File: src/mario_pkg.sv
`default_nettype none

package mario_pkg;

    typedef logic [9:0] x_t;
    typedef logic [8:0] y_t;
    typedef logic signed [12:0] vel_y_t;
    typedef logic signed [9:0] vel_x_t;

    typedef enum logic [2:0] {
        INITIAL  = 3'd0,
        FLYING   = 3'd1,
        JUMPING  = 3'd2,
        WALKING  = 3'd3,
        STANDING = 3'd4,
        DYING    = 3'd5,
        CLIMBING = 3'd6
    } state_t;

    // sprite codes as the renderer expects them
    typedef enum logic [3:0] {
        STAND       = 4'd0,
        WALK_LEFT1  = 4'd1,
        WALK_LEFT2  = 4'd2,
        WALK_LEFT3  = 4'd3,
        WALK_RIGHT1 = 4'd4,
        WALK_RIGHT2 = 4'd5,
        FLY_LEFT    = 4'd6,
        FLY_RIGHT   = 4'd7,
        CLIMB1      = 4'd8,
        CLIMB2      = 4'd9,
        DIE1        = 4'd10,
        DIE2        = 4'd11,
        DIE3        = 4'd12,
        DIE4        = 4'd13,
        WALK_RIGHT3 = 4'd14
    } frame_t;

    typedef struct packed {
        logic jump;
        logic down;
        logic right;
        logic left;
        logic up;
    } keys_t;

    typedef struct packed {
        x_t lx;
        y_t ly;
        x_t rx;
        y_t ry;
    } rect_t;

    // playfield, y grows downward
    localparam y_t TOP_EDGE    = 9'd5;
    localparam y_t BOTTOM_EDGE = 9'd461;
    localparam x_t LEFT_EDGE   = 10'd5;
    localparam x_t RIGHT_EDGE  = 10'd640;

    localparam x_t WIDTH   = 10'd34;
    localparam y_t HEIGHT  = 9'd36;
    localparam x_t START_X = 10'd450;
    localparam y_t START_Y = 9'd425;

    localparam vel_x_t WALK_SPEED  = 10'sd4;
    // vertical speeds in tenths of a pixel
    localparam vel_y_t JUMP_VEL    = 13'sd50;
    localparam vel_y_t GRAVITY     = 13'sd3;
    localparam y_t     CLIMB_SPEED = 9'd3;

    localparam int NUM_PLATFORMS = 6;
    localparam int NUM_LADDERS   = 5;

    localparam rect_t PLATFORMS [NUM_PLATFORMS] = '{
        '{10'd250, 9'd53,  10'd388, 9'd70},
        '{10'd0,   9'd115, 10'd591, 9'd131},
        '{10'd49,  9'd197, 10'd640, 9'd213},
        '{10'd0,   9'd286, 10'd591, 9'd302},
        '{10'd49,  9'd376, 10'd640, 9'd393},
        '{10'd0,   9'd461, 10'd640, 9'd479}
    };

    localparam rect_t LADDERS [NUM_LADDERS] = '{
        '{10'd339, 9'd15,  10'd353, 9'd81},
        '{10'd541, 9'd77,  10'd555, 9'd163},
        '{10'd48,  9'd159, 10'd62,  9'd252},
        '{10'd546, 9'd248, 10'd560, 9'd342},
        '{10'd53,  9'd338, 10'd67,  9'd427}
    };

    // whole pixels per cycle, truncated toward zero
    function automatic vel_y_t vel_step(input vel_y_t v);
        return v / 13'sd10;
    endfunction

endpackage

`default_nettype wire
File: src/mario.sv
`default_nettype none

module mario (
    input  logic              clk,
    input  logic              rst,
    input  logic              start,
    input  logic              over,
    input  mario_pkg::keys_t  keys,
    output mario_pkg::x_t     x,
    output mario_pkg::y_t     y,
    output mario_pkg::state_t state,
    output mario_pkg::frame_t frame
);

    mario_pkg::vel_x_t vel_x;
    mario_pkg::vel_y_t vel_y;
    logic              facing_left;
    logic [4:0]        anim_count;
    logic              on_ground;
    logic              on_ladder;
    logic              blocked_left;
    logic              blocked_right;
    logic              land_hit;
    mario_pkg::y_t     land_y;
    logic              ceil_hit;

    mario_collision i_collision (
        .x             (x),
        .y             (y),
        .vel_y         (vel_y),
        .on_ground     (on_ground),
        .on_ladder     (on_ladder),
        .blocked_left  (blocked_left),
        .blocked_right (blocked_right),
        .land_hit      (land_hit),
        .land_y        (land_y),
        .ceil_hit      (ceil_hit)
    );

    mario_motion i_motion (
        .clk         (clk),
        .rst         (rst),
        .state       (state),
        .keys        (keys),
        .land_hit    (land_hit),
        .land_y      (land_y),
        .ceil_hit    (ceil_hit),
        .x           (x),
        .y           (y),
        .vel_x       (vel_x),
        .vel_y       (vel_y),
        .facing_left (facing_left),
        .anim_count  (anim_count)
    );

    mario_fsm i_fsm (
        .clk           (clk),
        .rst           (rst),
        .start         (start),
        .over          (over),
        .keys          (keys),
        .on_ground     (on_ground),
        .on_ladder     (on_ladder),
        .blocked_left  (blocked_left),
        .blocked_right (blocked_right),
        .vel_y         (vel_y),
        .state         (state)
    );

    mario_sprite i_sprite (
        .state       (state),
        .anim_count  (anim_count),
        .facing_left (facing_left),
        .vel_x       (vel_x),
        .keys        (keys),
        .frame       (frame)
    );

endmodule

`default_nettype wire

File: src/mario_sprite.sv
`default_nettype none

module mario_sprite (
    input  mario_pkg::state_t state,
    input  logic [4:0]        anim_count,
    input  logic              facing_left,
    input  mario_pkg::vel_x_t vel_x,
    input  mario_pkg::keys_t  keys,
    output mario_pkg::frame_t frame
);

    always_comb begin
        case (state)
            mario_pkg::FLYING: begin
                frame = facing_left ? mario_pkg::FLY_LEFT : mario_pkg::FLY_RIGHT;
            end
            mario_pkg::WALKING: begin
                // stride order 1, 3, 2, 3
                case (anim_count[3:2])
                    2'd0: frame = (vel_x > 0) ? mario_pkg::WALK_RIGHT1 : mario_pkg::WALK_LEFT1;
                    2'd2: frame = (vel_x > 0) ? mario_pkg::WALK_RIGHT2 : mario_pkg::WALK_LEFT2;
                    default: frame = (vel_x > 0) ? mario_pkg::WALK_RIGHT3 : mario_pkg::WALK_LEFT3;
                endcase
            end
            mario_pkg::DYING: begin
                case (anim_count[4:3])
                    2'd0: frame = mario_pkg::DIE1;
                    2'd1: frame = mario_pkg::DIE2;
                    2'd2: frame = mario_pkg::DIE3;
                    default: frame = mario_pkg::DIE4;
                endcase
            end
            mario_pkg::CLIMBING: begin
                if ((keys.up || keys.down) && anim_count[2]) begin
                    frame = mario_pkg::CLIMB2;
                end else begin
                    frame = mario_pkg::CLIMB1;
                end
            end
            default: begin
                frame = facing_left ? mario_pkg::WALK_LEFT3 : mario_pkg::WALK_RIGHT3;
            end
        endcase
    end

endmodule

`default_nettype wire

File: src/mario_fsm.sv
`default_nettype none

module mario_fsm (
    input  logic              clk,
    input  logic              rst,
    input  logic              start,
    input  logic              over,
    input  mario_pkg::keys_t  keys,
    input  logic              on_ground,
    input  logic              on_ladder,
    input  logic              blocked_left,
    input  logic              blocked_right,
    input  mario_pkg::vel_y_t vel_y,
    output mario_pkg::state_t state
);

    mario_pkg::state_t next_state;

    always_ff @(posedge clk) begin
        state <= next_state;
    end

    always_comb begin
        next_state = state;
        if (rst) begin
            next_state = mario_pkg::INITIAL;
        end else if (state == mario_pkg::INITIAL) begin
            if (start) begin
                next_state = mario_pkg::STANDING;
            end
        end else if (state == mario_pkg::DYING) begin
            // only reset leaves
            next_state = mario_pkg::DYING;
        end else if (over) begin
            next_state = mario_pkg::DYING;
        end else begin
            case (state)
                mario_pkg::STANDING, mario_pkg::WALKING: begin
                    if (!on_ground) begin
                        next_state = mario_pkg::FLYING;
                    end else if (keys.jump) begin
                        next_state = mario_pkg::JUMPING;
                    end else if ((keys.up || keys.down) && on_ladder) begin
                        next_state = mario_pkg::CLIMBING;
                    end else if (keys.left || keys.right) begin
                        next_state = mario_pkg::WALKING;
                    end else begin
                        next_state = mario_pkg::STANDING;
                    end
                end
                mario_pkg::JUMPING: begin
                    next_state = mario_pkg::FLYING;
                end
                mario_pkg::FLYING: begin
                    if (on_ground && vel_y >= 0) begin
                        next_state = mario_pkg::STANDING;
                    end
                end
                mario_pkg::CLIMBING: begin
                    if (on_ground && keys.jump) begin
                        next_state = mario_pkg::JUMPING;
                    end else if ((keys.left && !blocked_left) ||
                                 (keys.right && !blocked_right)) begin
                        next_state = mario_pkg::WALKING;
                    end else if (on_ladder) begin
                        next_state = mario_pkg::CLIMBING;
                    end else begin
                        next_state = mario_pkg::STANDING;
                    end
                end
                default: begin
                    next_state = mario_pkg::INITIAL;
                end
            endcase
        end
    end

endmodule

`default_nettype wire

File: src/mario_motion.sv
`default_nettype none

module mario_motion (
    input  logic              clk,
    input  logic              rst,
    input  mario_pkg::state_t state,
    input  mario_pkg::keys_t  keys,
    input  logic              land_hit,
    input  mario_pkg::y_t     land_y,
    input  logic              ceil_hit,
    output mario_pkg::x_t     x,
    output mario_pkg::y_t     y,
    output mario_pkg::vel_x_t vel_x,
    output mario_pkg::vel_y_t vel_y,
    output logic              facing_left,
    output logic [4:0]        anim_count
);

    logic signed [11:0] x_step;
    logic               x_lo;
    logic               x_hi;
    logic signed [13:0] y_fly;
    logic [9:0]         feet_climb;

    // horizontal step with the speed held before the edge
    assign x_step = $signed({2'b00, x}) + vel_x;
    assign x_lo   = x_step < $signed({2'b00, mario_pkg::LEFT_EDGE});
    assign x_hi   = x_step + $signed({2'b00, mario_pkg::WIDTH}) >
                    $signed({2'b00, mario_pkg::RIGHT_EDGE});

    assign y_fly      = $signed({5'b0, y}) + mario_pkg::vel_step(vel_y);
    assign feet_climb = {1'b0, y} + {1'b0, mario_pkg::HEIGHT} + {1'b0, mario_pkg::CLIMB_SPEED};

    always_ff @(posedge clk) begin
        if (rst) begin
            x           <= mario_pkg::START_X;
            y           <= mario_pkg::START_Y;
            vel_x       <= '0;
            vel_y       <= '0;
            facing_left <= 1'b1;
            anim_count  <= '0;
        end else begin
            case (state)
                mario_pkg::INITIAL: begin
                    x <= mario_pkg::START_X;
                    y <= mario_pkg::START_Y;
                end
                mario_pkg::JUMPING: begin
                    vel_y <= -mario_pkg::JUMP_VEL;
                end
                mario_pkg::FLYING: begin
                    anim_count <= anim_count + 5'd1;
                    if (ceil_hit) begin
                        y     <= mario_pkg::TOP_EDGE;
                        vel_y <= '0;
                    end else if (land_hit) begin
                        y     <= land_y;
                        vel_y <= '0;
                    end else begin
                        y     <= y_fly[8:0];
                        vel_y <= vel_y + mario_pkg::GRAVITY;
                    end
                    if (x_lo) begin
                        x     <= mario_pkg::LEFT_EDGE;
                        vel_x <= '0;
                    end else if (x_hi) begin
                        x     <= mario_pkg::RIGHT_EDGE - mario_pkg::WIDTH;
                        vel_x <= '0;
                    end else begin
                        x <= x_step[9:0];
                    end
                end
                mario_pkg::WALKING: begin
                    anim_count <= anim_count + 5'd1;
                    if (keys.left) begin
                        vel_x       <= -mario_pkg::WALK_SPEED;
                        facing_left <= 1'b1;
                    end else if (keys.right) begin
                        vel_x       <= mario_pkg::WALK_SPEED;
                        facing_left <= 1'b0;
                    end
                    if (x_lo) begin
                        x <= mario_pkg::LEFT_EDGE;
                    end else if (x_hi) begin
                        x <= mario_pkg::RIGHT_EDGE - mario_pkg::WIDTH;
                    end else begin
                        x <= x_step[9:0];
                    end
                end
                mario_pkg::STANDING: begin
                    vel_x <= '0;
                    vel_y <= '0;
                end
                mario_pkg::DYING: begin
                    vel_x      <= '0;
                    vel_y      <= '0;
                    anim_count <= anim_count + 5'd1;
                end
                mario_pkg::CLIMBING: begin
                    vel_x <= '0;
                    vel_y <= '0;
                    if (keys.up || keys.down) begin
                        anim_count <= anim_count + 5'd1;
                    end
                    if (keys.up) begin
                        if (y < mario_pkg::TOP_EDGE + mario_pkg::CLIMB_SPEED) begin
                            y <= mario_pkg::TOP_EDGE;
                        end else begin
                            y <= y - mario_pkg::CLIMB_SPEED;
                        end
                    end else if (keys.down) begin
                        // feet stay on the floor line
                        if (feet_climb > {1'b0, mario_pkg::BOTTOM_EDGE}) begin
                            y <= mario_pkg::BOTTOM_EDGE - mario_pkg::HEIGHT;
                        end else begin
                            y <= y + mario_pkg::CLIMB_SPEED;
                        end
                    end
                end
                default: begin
                    vel_x <= '0;
                    vel_y <= '0;
                end
            endcase
        end
    end

endmodule

`default_nettype wire

File: src/mario_collision.sv
`default_nettype none

module mario_collision (
    input  mario_pkg::x_t     x,
    input  mario_pkg::y_t     y,
    input  mario_pkg::vel_y_t vel_y,
    output logic              on_ground,
    output logic              on_ladder,
    output logic              blocked_left,
    output logic              blocked_right,
    output logic              land_hit,
    output mario_pkg::y_t     land_y,
    output logic              ceil_hit
);

    logic [10:0]                         x_right;
    logic [9:0]                          feet;
    logic signed [13:0]                  y_next;
    logic signed [13:0]                  feet_next;
    logic [mario_pkg::NUM_PLATFORMS-1:0] overlap;
    logic                                floor_next;
    logic                                plat_next;
    mario_pkg::y_t                       plat_y;

    assign x_right   = {1'b0, x} + {1'b0, mario_pkg::WIDTH};
    assign feet      = {1'b0, y} + {1'b0, mario_pkg::HEIGHT};
    assign y_next    = $signed({5'b0, y}) + mario_pkg::vel_step(vel_y);
    assign feet_next = y_next + $signed({5'b0, mario_pkg::HEIGHT});

    assign blocked_left  = x <= mario_pkg::LEFT_EDGE;
    assign blocked_right = x_right >= {1'b0, mario_pkg::RIGHT_EDGE};

    // horizontal overlap of the box with each platform
    always_comb begin
        for (int i = 0; i < mario_pkg::NUM_PLATFORMS; i++) begin
            overlap[i] = (x < mario_pkg::PLATFORMS[i].rx) &&
                         (x_right > {1'b0, mario_pkg::PLATFORMS[i].lx});
        end
    end

    always_comb begin
        on_ground = feet >= {1'b0, mario_pkg::BOTTOM_EDGE};
        for (int i = 0; i < mario_pkg::NUM_PLATFORMS; i++) begin
            if (overlap[i] && feet >= {1'b0, mario_pkg::PLATFORMS[i].ly} &&
                    feet <= {1'b0, mario_pkg::PLATFORMS[i].ry}) begin
                on_ground = 1'b1;
            end
        end
    end

    always_comb begin
        on_ladder = 1'b0;
        for (int i = 0; i < mario_pkg::NUM_LADDERS; i++) begin
            if (x >= mario_pkg::LADDERS[i].lx && x <= mario_pkg::LADDERS[i].rx &&
                    y > mario_pkg::LADDERS[i].ly && y < mario_pkg::LADDERS[i].ry) begin
                on_ladder = 1'b1;
            end
        end
    end

    // walk backwards so the first platform in the table wins
    always_comb begin
        plat_next = 1'b0;
        plat_y    = '0;
        for (int i = mario_pkg::NUM_PLATFORMS - 1; i >= 0; i--) begin
            if (overlap[i] &&
                    feet_next > $signed({5'b0, mario_pkg::PLATFORMS[i].ly}) &&
                    feet_next < $signed({5'b0, mario_pkg::PLATFORMS[i].ry})) begin
                plat_next = 1'b1;
                plat_y    = mario_pkg::PLATFORMS[i].ly - mario_pkg::HEIGHT;
            end
        end
    end

    assign floor_next = feet_next > $signed({5'b0, mario_pkg::BOTTOM_EDGE});
    assign ceil_hit   = y_next < $signed({5'b0, mario_pkg::TOP_EDGE});
    assign land_hit   = !ceil_hit && (floor_next || plat_next);
    assign land_y     = floor_next ? mario_pkg::BOTTOM_EDGE - mario_pkg::HEIGHT : plat_y;

endmodule

`default_nettype wire

File: config.mk
export PLATFORM = sky130hd
export DESIGN_NAME = mario
export DESIGN_NICKNAME = d
export VERILOG_FILES = /design/src/mario_pkg.sv /design/src/mario.sv /design/src/mario_sprite.sv /design/src/mario_fsm.sv /design/src/mario_motion.sv /design/src/mario_collision.sv
export SDC_FILE = /design/constraint.sdc
export NUM_CORES = 1
export LEC_CHECK = 0
export ABC_AREA = 1
export BUFFER_PORTS_ARGS = -buffer_cell sky130_fd_sc_hd__buf_2
export CAP_MARGIN = 5
export CELL_PAD_IN_SITES_DETAIL_PLACEMENT = 0
export CELL_PAD_IN_SITES_GLOBAL_PLACEMENT = 1
export CORE_ASPECT_RATIO = 1.75
export CORE_MARGIN = 5
export CORE_UTILIZATION = 40
export DETAILED_ROUTE_END_ITERATION = 12
export PLACE_DENSITY_LB_ADDON = 0.1
export SYNTH_ARGS = -nofsm -noshare
export SYNTH_HDL_FRONTEND = slang
export SYNTH_SLANG_ARGS = --single-unit
File: constraint.sdc
create_clock -name clk -period 7.42 [get_ports clk]
set_input_delay 0.742 -clock clk [delete_from_list [all_inputs] [get_ports clk]]
set_output_delay 0.742 -clock clk [all_outputs]
set_load 0.01 [all_outputs]
==> summary.txt, run 1 <==
Die
  – Die Area: 21300 µm²
  – Die W: 112 µm
  – Starting Density: 0.406
  – Core Region: 18100 µm²
  – Io pins: 35
  – Die Ht: 189 µm
  – Row count: 65

Clock tree
  – CTS tree: yes
  – Clock sink count: 43
  – Clock Pin Slew Worst Setup and Hold Paths: 70 ps
  – Cts hold-fix bufs: 0
  – Clk_lat worst skew: 300 ps
  – CTS H-tree lvls: 2
  – Total CTS buffers: 5
  – Root buffer cell: clkbuf_16
  – Max Root-Sink Buffers: 2

Synth
  – Post-synth EDFFs: 0
  – Yosys reg bits: 43
  – Largest cells by area after synthesis: nand2_1 13%, dfxtp_1 12%, inv_1 9.9%, nor2_1 8.0%, ha_1 7.5%
  – Most frequent cell after synthesis: nand2_1
  – YS warnings: 0
  – Post-synth top cells: 251 x nand2_1, 193 x inv_1, 157 x nor2_1
  – Yosys top cell area share: 0.128
  – Synthesized instance count: 1251
  – Seq/Total Area, Yosys: 0.117
  – Post-synth top flop: dfxtp_1
  – Synth cell types: 62
  – Cell accounting for the most synthesized area: nand2_1
  – Post-synth net total: 1306
  – Async S/R FF share, synth: 0
  – Mean Syn Cell Area: 5.87 µm²
  – Synthesized cell area: 7340 µm²

Final layout
  – Layout Cells excl Fill: 1703
  – Share of layout cells above drive strength 1: 0.322
  – Ant diodes: 0
  – Syn-to-layout area delta: 37.9%
  – Final core occ: 0.560
  – NumNets Final: 1523

Setup path
  – Critical path data required time: 7610 ps
  – Crit start category: flip-flop
  – Cell mode on critical path: nand2_4
  – CP endpoint kind: flip-flop
  – Worst path max stage delay: 370 ps
  – Reg2reg path depth: 75
  – Slowest-stage cell, CP: dfxtp_4
  – Crit path max fanout: 5
  – Crit path kind: flip-flop to flip-flop
  – Crit path DAT: 8500 ps

STA
  – Final setup vio count: 22
  – Setup ws final: -891 ps
  – Clk_skew: 6.39 ps
  – Final Hold Fails: 0
  – Final min period: 8310 ps
  – Slew headroom: 0.446
  – Max Slew Vio Count: 0
  – Unrepaired setup endpoints after global routing: yes
  – Max Fclk: 120 MHz
  – Final hold slack: 491 ps
  – Least-Margin Pin Slew: 826 ps
  – Post-route clock period utilization: 1.12

Detailed routing
  – DRT antenna net count: 0
  – Drt wl/cell: 16.3 µm
  – DRC: 0
  – DR iter-0 viols: 432
  – Total number of vias: 9115
  – DRT Pass-1 Iters: 6
  – Vias per inst: 5.35
  – Routed WL: 27700 µm

Global routing
  – First-pass GRT wire length: 44400 µm
  – Initial antenna violation count: 0
  – Largest net degree at the start of global routing: 31
  – GR Util All Layers: 0.256
  – Vias in the first global route: 9210
  – GR Overflow Total: 0

Flow run
  – Max-Cap Viols: 0

Min path
  – Worst min path class: flip-flop to flip-flop
  – Hold Path Cell Cnt: 2

Outcome
  – Status: finished with violations
  – Violations in the final reports: setup timing

Placement
  – Hpwl dp: 22300 µm
  – Number of I/O port buffers: 34
  – Placed cell count: 1647
  – Final GP Congestion: 0.947
-- flip-flops by register name, summed over array words and instances (netlist names) --
name / cells
i_motion.vel_y: 13
i_motion.x: 10
i_motion.y: 9
i_motion.anim_count: 5
i_fsm.state: 3
i_motion.vel_x: 2
i_motion.facing_left: 1
-- cell type report --
| cell class | count | area [µm²] |
|---|---|---|
| fill | 1852 | 7940 |
| multi-input combinational | 968 | 6260 |
| timing repair buffer | 227 | 1670 |
| inverter | 223 | 877 |
| sequential | 43 | 871 |
| tap | 234 | 293 |
| clock buffer | 5 | 125 |
| clock inverter | 3 | 23.8 |
-- per-stage QoR --
| step | area, µm² | worst slack [ps] | setup TNS (ps) |
|---|---|---|---|
| 2_1_floorplan | 7650 | -134 | -1580 |
| 3_3_place_gp | 9120 | -1110 | -20860 |
| 3_5_place_dp | 9120 | -1200 | -23060 |
| 4_1_cts | 9570 | -732 | -14870 |
| 5_1_grt | 10100 | -1400 | -29290 |
| 6_report | 10100 | -891 | -17060 |
-- critical path, delay by kind of cell (launching register included) --
family,cells,cell delay (ps)
adders and majority gates,3,540
buffers and inverters,16,1330
and+or+nand+nor,43,4170
DFF,1,370
AOI/OAI and AO/OA,11,1430
xor gates and xnor gates,2,300
-- routing by layer --
layer,track usage,share of wire,up-vias
li1,-,-,4565
met5,0,0,-
met2,0.519,0.57,214
met1,0.249,0.35,4248
met4,0.138,0.055,0
met3,0.0176,0.028,88
-- cells in the final DEF (no fill, tap or decap), drive strengths merged, types with 3 or more instances in the layout --
cell type / synthesis / final
a31oi: 15 / 15
nand3: 100 / 100
ha: 44 / 44
clkinv: 3 / 3
xor2: 37 / 37
nand2: 300 / 301
xnor2: 4 / 4
a211oi: 8 / 8
nand4: 34 / 34
a21oi: 81 / 81
clkbuf: 11 / 5
a311oi: 3 / 3
o22ai: 4 / 4
nor4: 4 / 4
o211ai: 12 / 12
a221oi: 4 / 4
buf: 7 / 227
o21bai: 5 / 5
nor2: 171 / 171
dfxtp: 43 / 43
o31ai: 6 / 6
o2111ai: 11 / 11
o21ai: 71 / 71
nor3: 22 / 22
inv: 219 / 220
o221ai: 4 / 4
or2: 3 / 3
nand3b: 3 / 3
-- final timing paths --
kind,startpoint,end,slack [ps]
worst max-delay path,i_motion.vel_y[0],i_motion.y[2],-890
worst max register to register,i_motion.vel_y[0],i_motion.y[2],-890
worst min register to register,i_motion.facing_left,i_motion.facing_left,490
worst min-delay path,i_motion.facing_left,i_motion.facing_left,490
-- cell families (layout without fill, tap and decap cells) --
group	Yosys count	in the layout	share of synthesized area
adder cells (fa/ha/maj)	46	46	0.0805
AO/OA/AOI/OAI	240	240	0.204
buffers and inverters	241	458	0.130
XOR/XNOR	41	41	0.0489
flip-flops	43	43	0.117
AND/OR/NAND/NOR	640	641	0.420
-- repair_timing --
item / in CTS / in global routing
buffers inserted: 17 / 30
pin swaps: 35 / 92
cloned: 1 / 0
gates resized for setup: 34 / 82
endpoints found under the setup margin: 22 / 22
Power of run 1 is left out: the tool's default activity adds up to more than one toggle a clock period on the data nets, which glitch-free logic cannot reach.
==> run 2: changes to the inputs <==
--- a/config.mk
+++ b/config.mk
@@ -12,9 +12,11 @@
 export CELL_PAD_IN_SITES_GLOBAL_PLACEMENT = 1
 export CORE_ASPECT_RATIO = 1.75
 export CORE_MARGIN = 5
-export CORE_UTILIZATION = 40
+export CORE_UTILIZATION = 41
+export CTS_CLUSTER_SIZE = 10
 export DETAILED_ROUTE_END_ITERATION = 12
 export PLACE_DENSITY_LB_ADDON = 0.1
 export SYNTH_ARGS = -nofsm -noshare
 export SYNTH_HDL_FRONTEND = slang
+export SYNTH_HIERARCHICAL = 1
 export SYNTH_SLANG_ARGS = --single-unit
==> summary.txt, run 2 <==
Global routing
  – Vias in the first global route: 10800 (+17%)
  – Initial antenna violation count: 0 (unchanged)
  – GR Overflow Total: 0 (unchanged)
  – GR Util All Layers: 0.218 (-0.0378)
  – Largest net degree at the start of global routing: 32 (+3.2%)
  – First-pass GRT wire length: 48700 µm (+9.6%)

Setup path
  – Crit path max fanout: 6 (+1)
  – Crit path kind: flip-flop to flip-flop
  – Reg2Reg Setup Slack: -1010 ps (-120 ps)
  – Critical path data required time: 7620 ps (about the same)
  – Crit start category: flip-flop
  – Crit path DAT: 8630 ps (+130 ps)
  – Reg2Reg Capture Point: i_motion/vel_y[3]
  – R2r startpoint: i_motion/vel_y[1]
  – CP endpoint kind: flip-flop
  – Slowest-stage cell, CP: dfxtp_2
  – Reg2reg path depth: 77 (+2.7%)
  – Worst path max stage delay: 330 ps (-40 ps)
  – Cell mode on critical path: nand2_4

Final layout
  – Max reg flops: 13 (unchanged)
  – NumNets Final: 1916 (+26%)
  – Syn-to-layout area delta: 32.3%
  – Fillers: 2397 (+29%)
  – Post-route cell area: 12400 µm² (+23%)
  – Share of layout cells above drive strength 1: 0.317 (-0.00452)
  – Largest register by flop count: i_motion/vel_y
  – Regs by FF count: i_motion/vel_y x13, i_motion/x x10, i_motion/y x9
  – Ant diodes: 0 (unchanged)
  – Commonest non-fill, non-tap cell in the layout: nand2_1
  – Most frequent cells in the layout: 317 x nand2_1, 243 x inv_1, 201 x buf_4

Clock tree
  – Clock sink count: 43 (unchanged)
  – CTS tree: yes
  – Clock Pin Slew Worst Setup and Hold Paths: 60 ps (about the same)
  – CTS H-tree lvls: 2 (unchanged)
  – Max Root-Sink Buffers: 2 (unchanged)
  – Clk_lat worst skew: 300 ps (about the same)
  – Total CTS buffers: 5 (unchanged)
  – Root buffer cell: clkbuf_16
  – Cts hold-fix bufs: 0 (unchanged)

Detailed routing
  – Drt wl/cell: 14.2 µm (-13%)
  – DR iter-0 viols: 532 (+23%)
  – Vias per inst: 5.17 (-3.5%)
  – DRT antenna net count: 0 (unchanged)
  – DRT Pass-1 Iters: 5 (-1)
  – DRC: 0 (unchanged)
  – Total number of vias: 11100 (+22%)
  – Routed WL: 30400 µm (+9.9%)

Min path
  – Hold Path Cell Cnt: 2 (unchanged)
  – Worst min path class: flip-flop to flip-flop
  – Hold path endpoint: i_motion/anim_count[4]
  – Hold_sp: i_motion/anim_count[4]

STA
  – Final hold slack: 481 ps (-10.2 ps)
  – Final min period: 8430 ps (+120 ps)
  – Max Slew Vio Count: 0 (unchanged)
  – Least-Margin Pin Slew: 1230 ps (+403 ps)
  – Final setup vio count: 22 (unchanged)
  – Clk_skew: 10.6 ps (+4.24 ps)
  – Final Hold Fails: 0 (unchanged)
  – Sum of negative setup slack: -20490 ps (-3430 ps)
  – Slew headroom: 0.178 (-0.268)
  – Post-route clock period utilization: 1.14 (+0.0162)
  – Setup ws final: -1010 ps (-120 ps)
  – Unrepaired setup endpoints after global routing: yes
  – Max Fclk: 119 MHz (-1.4%)

Synth
  – Seq/Total Area, Yosys: 0.0918 (-0.0255)
  – Post-synth top cells: 350 x nand2_1, 258 x inv_1, 149 x nor2_1
  – Largest cells by area after synthesis: nand2_1 14%, inv_1 10%, dfxtp_1 9.2%, ha_1 7.5%, nand3_1 7.5%
  – Post-synth EDFFs: 0 (unchanged)
  – Async S/R FF share, synth: 0 (unchanged)
  – Synthesized cell area: 9380 µm² (+28%)
  – Synthesized instance count: 1623 (+30%)
  – YS warnings: 6 (+6)
  – Synth cell types: 67 (+8.1%)
  – Yosys top cell area share: 0.140 (+0.0117)
  – Mean Syn Cell Area: 5.78 µm² (-1.5%)
  – Most frequent cell after synthesis: nand2_1
  – Yosys reg bits: 43 (unchanged)
  – Cell accounting for the most synthesized area: nand2_1
  – Post-synth top flop: dfxtp_1

Die
  – Io pins: 35 (unchanged)
  – Die Ht: 210 µm (+11%)
  – Core Region: 22700 µm² (+25%)
  – Starting Density: 0.414 (+0.00766)
  – Row count: 73 (+12%)
  – Die W: 124 µm (+11%)
  – Die Area: 26100 µm² (+23%)

Placement
  – Placement Setup Slack: -908 ps (+291 ps)
  – Final GP Congestion: 0.919 (-3.0%)
  – Number of I/O port buffers: 34 (unchanged)
  – Hpwl dp: 24300 µm (+9.1%)
  – Placed Instance Area: 11300 µm² (+24%)

Outcome
  – Violations in the final reports: setup timing
  – Status: finished with violations

Flow run
  – Max-Cap Viols: 0 (unchanged)
[run 2: cell types whose count changed after synthesis, moves of 12 or more]
cell | before | now
nand3_1 | 86 | 140
a21oi_1 | 78 | 65
inv_1 | 193 | 258
xor2_1 | 37 | 55
ha_1 | 44 | 56
o21ai_0 | 56 | 93
nand2_2 | 27 | 56
nand2_1 | 251 | 350
[run 2: routing by layer]
metal	global-route usage	vias up	share of wire	wire [µm]
li1	-	5744	-	-
met2	0.462	214	0.57	17400
met4	0.0670	0	0.031	935
met5	0	-	0	0
met1	0.219	5090	0.37	11200
met3	0.0188	55	0.028	854
[run 2: final cells by class]
class / instances / area (µm²) / area share
multi-input cells: 1255 / 8090 / 0.652
well taps: 300 / 375 / 0.0302
clock buffers: 6 / 129 / 0.0104
flip-flops and latches: 43 / 873 / 0.0704
clock inverters: 2 / 12.5 / 0.00101
repair inverters: 1 / 7.51 / 0.000605
inverters: 298 / 1140 / 0.0918
repair buffers: 244 / 1780 / 0.143
[run 2: worst max-delay path, delay by kind of cell (launching register included)]
kind / cells / cell delay, ps
DFF: 1 / 330
AOI/OAI and AO/OA: 9 / 1300
and+or+nand+nor: 47 / 4110
buffers and inverters: 15 / 1420
adders and majority gates: 4 / 770
xor gates and xnor gates: 2 / 390
[run 2: how the worst max path moves through the flow]
stage	from	endpoint	cells past startpoint
after floorplan	i_motion/vel_y[0]	i_motion/vel_y[9]	79
after global placement	i_motion/vel_y[0]	i_motion/y[8]	70
after detailed placement	i_motion/vel_y[0]	i_motion/y[8]	72
after CTS	i_motion/vel_y[0]	i_motion/y[8]	78
after global routing	i_motion/vel_y[0]	i_motion/y[2]	76
final	i_motion/vel_y[1]	i_motion/vel_y[3]	77
[run 2: what timing repair did]
action | CTS | global route
cloned | 1 | 1
resized for setup | 41 | 141
buffers inserted | 12 | 16
pin swaps | 14 | 68
endpoints found under the setup margin | 22 | 22
[run 2: through the flow]
| stage | cells | utilization |
|---|---|---|
| detailed placement | 2112 | 0.500 |
| CTS | 2133 | 0.518 |
| global placement | 2112 | 0.500 |
| finish | 2149 | 0.548 |
| global route | 2149 | 0.548 |
| floorplan | 1624 | - |
[run 2: kinds of logic (layout without fill, tap and decap cells)]
family                   Yosys count  in the layout  share of synthesized area
AO/OA/AOI/OAI                    275            275                      0.180
XOR/XNOR                          61             61                     0.0578
adder cells (fa/ha/maj)           59             59                     0.0811
buffers and inverters            326            551                      0.137
flip-flops                        43             43                     0.0918
multiplexers                       1              1                    0.00240
other                              1              2                   0.000400
AND/OR/NAND/NOR                  857            857                      0.450
Power of run 2 is left out for the same reason.
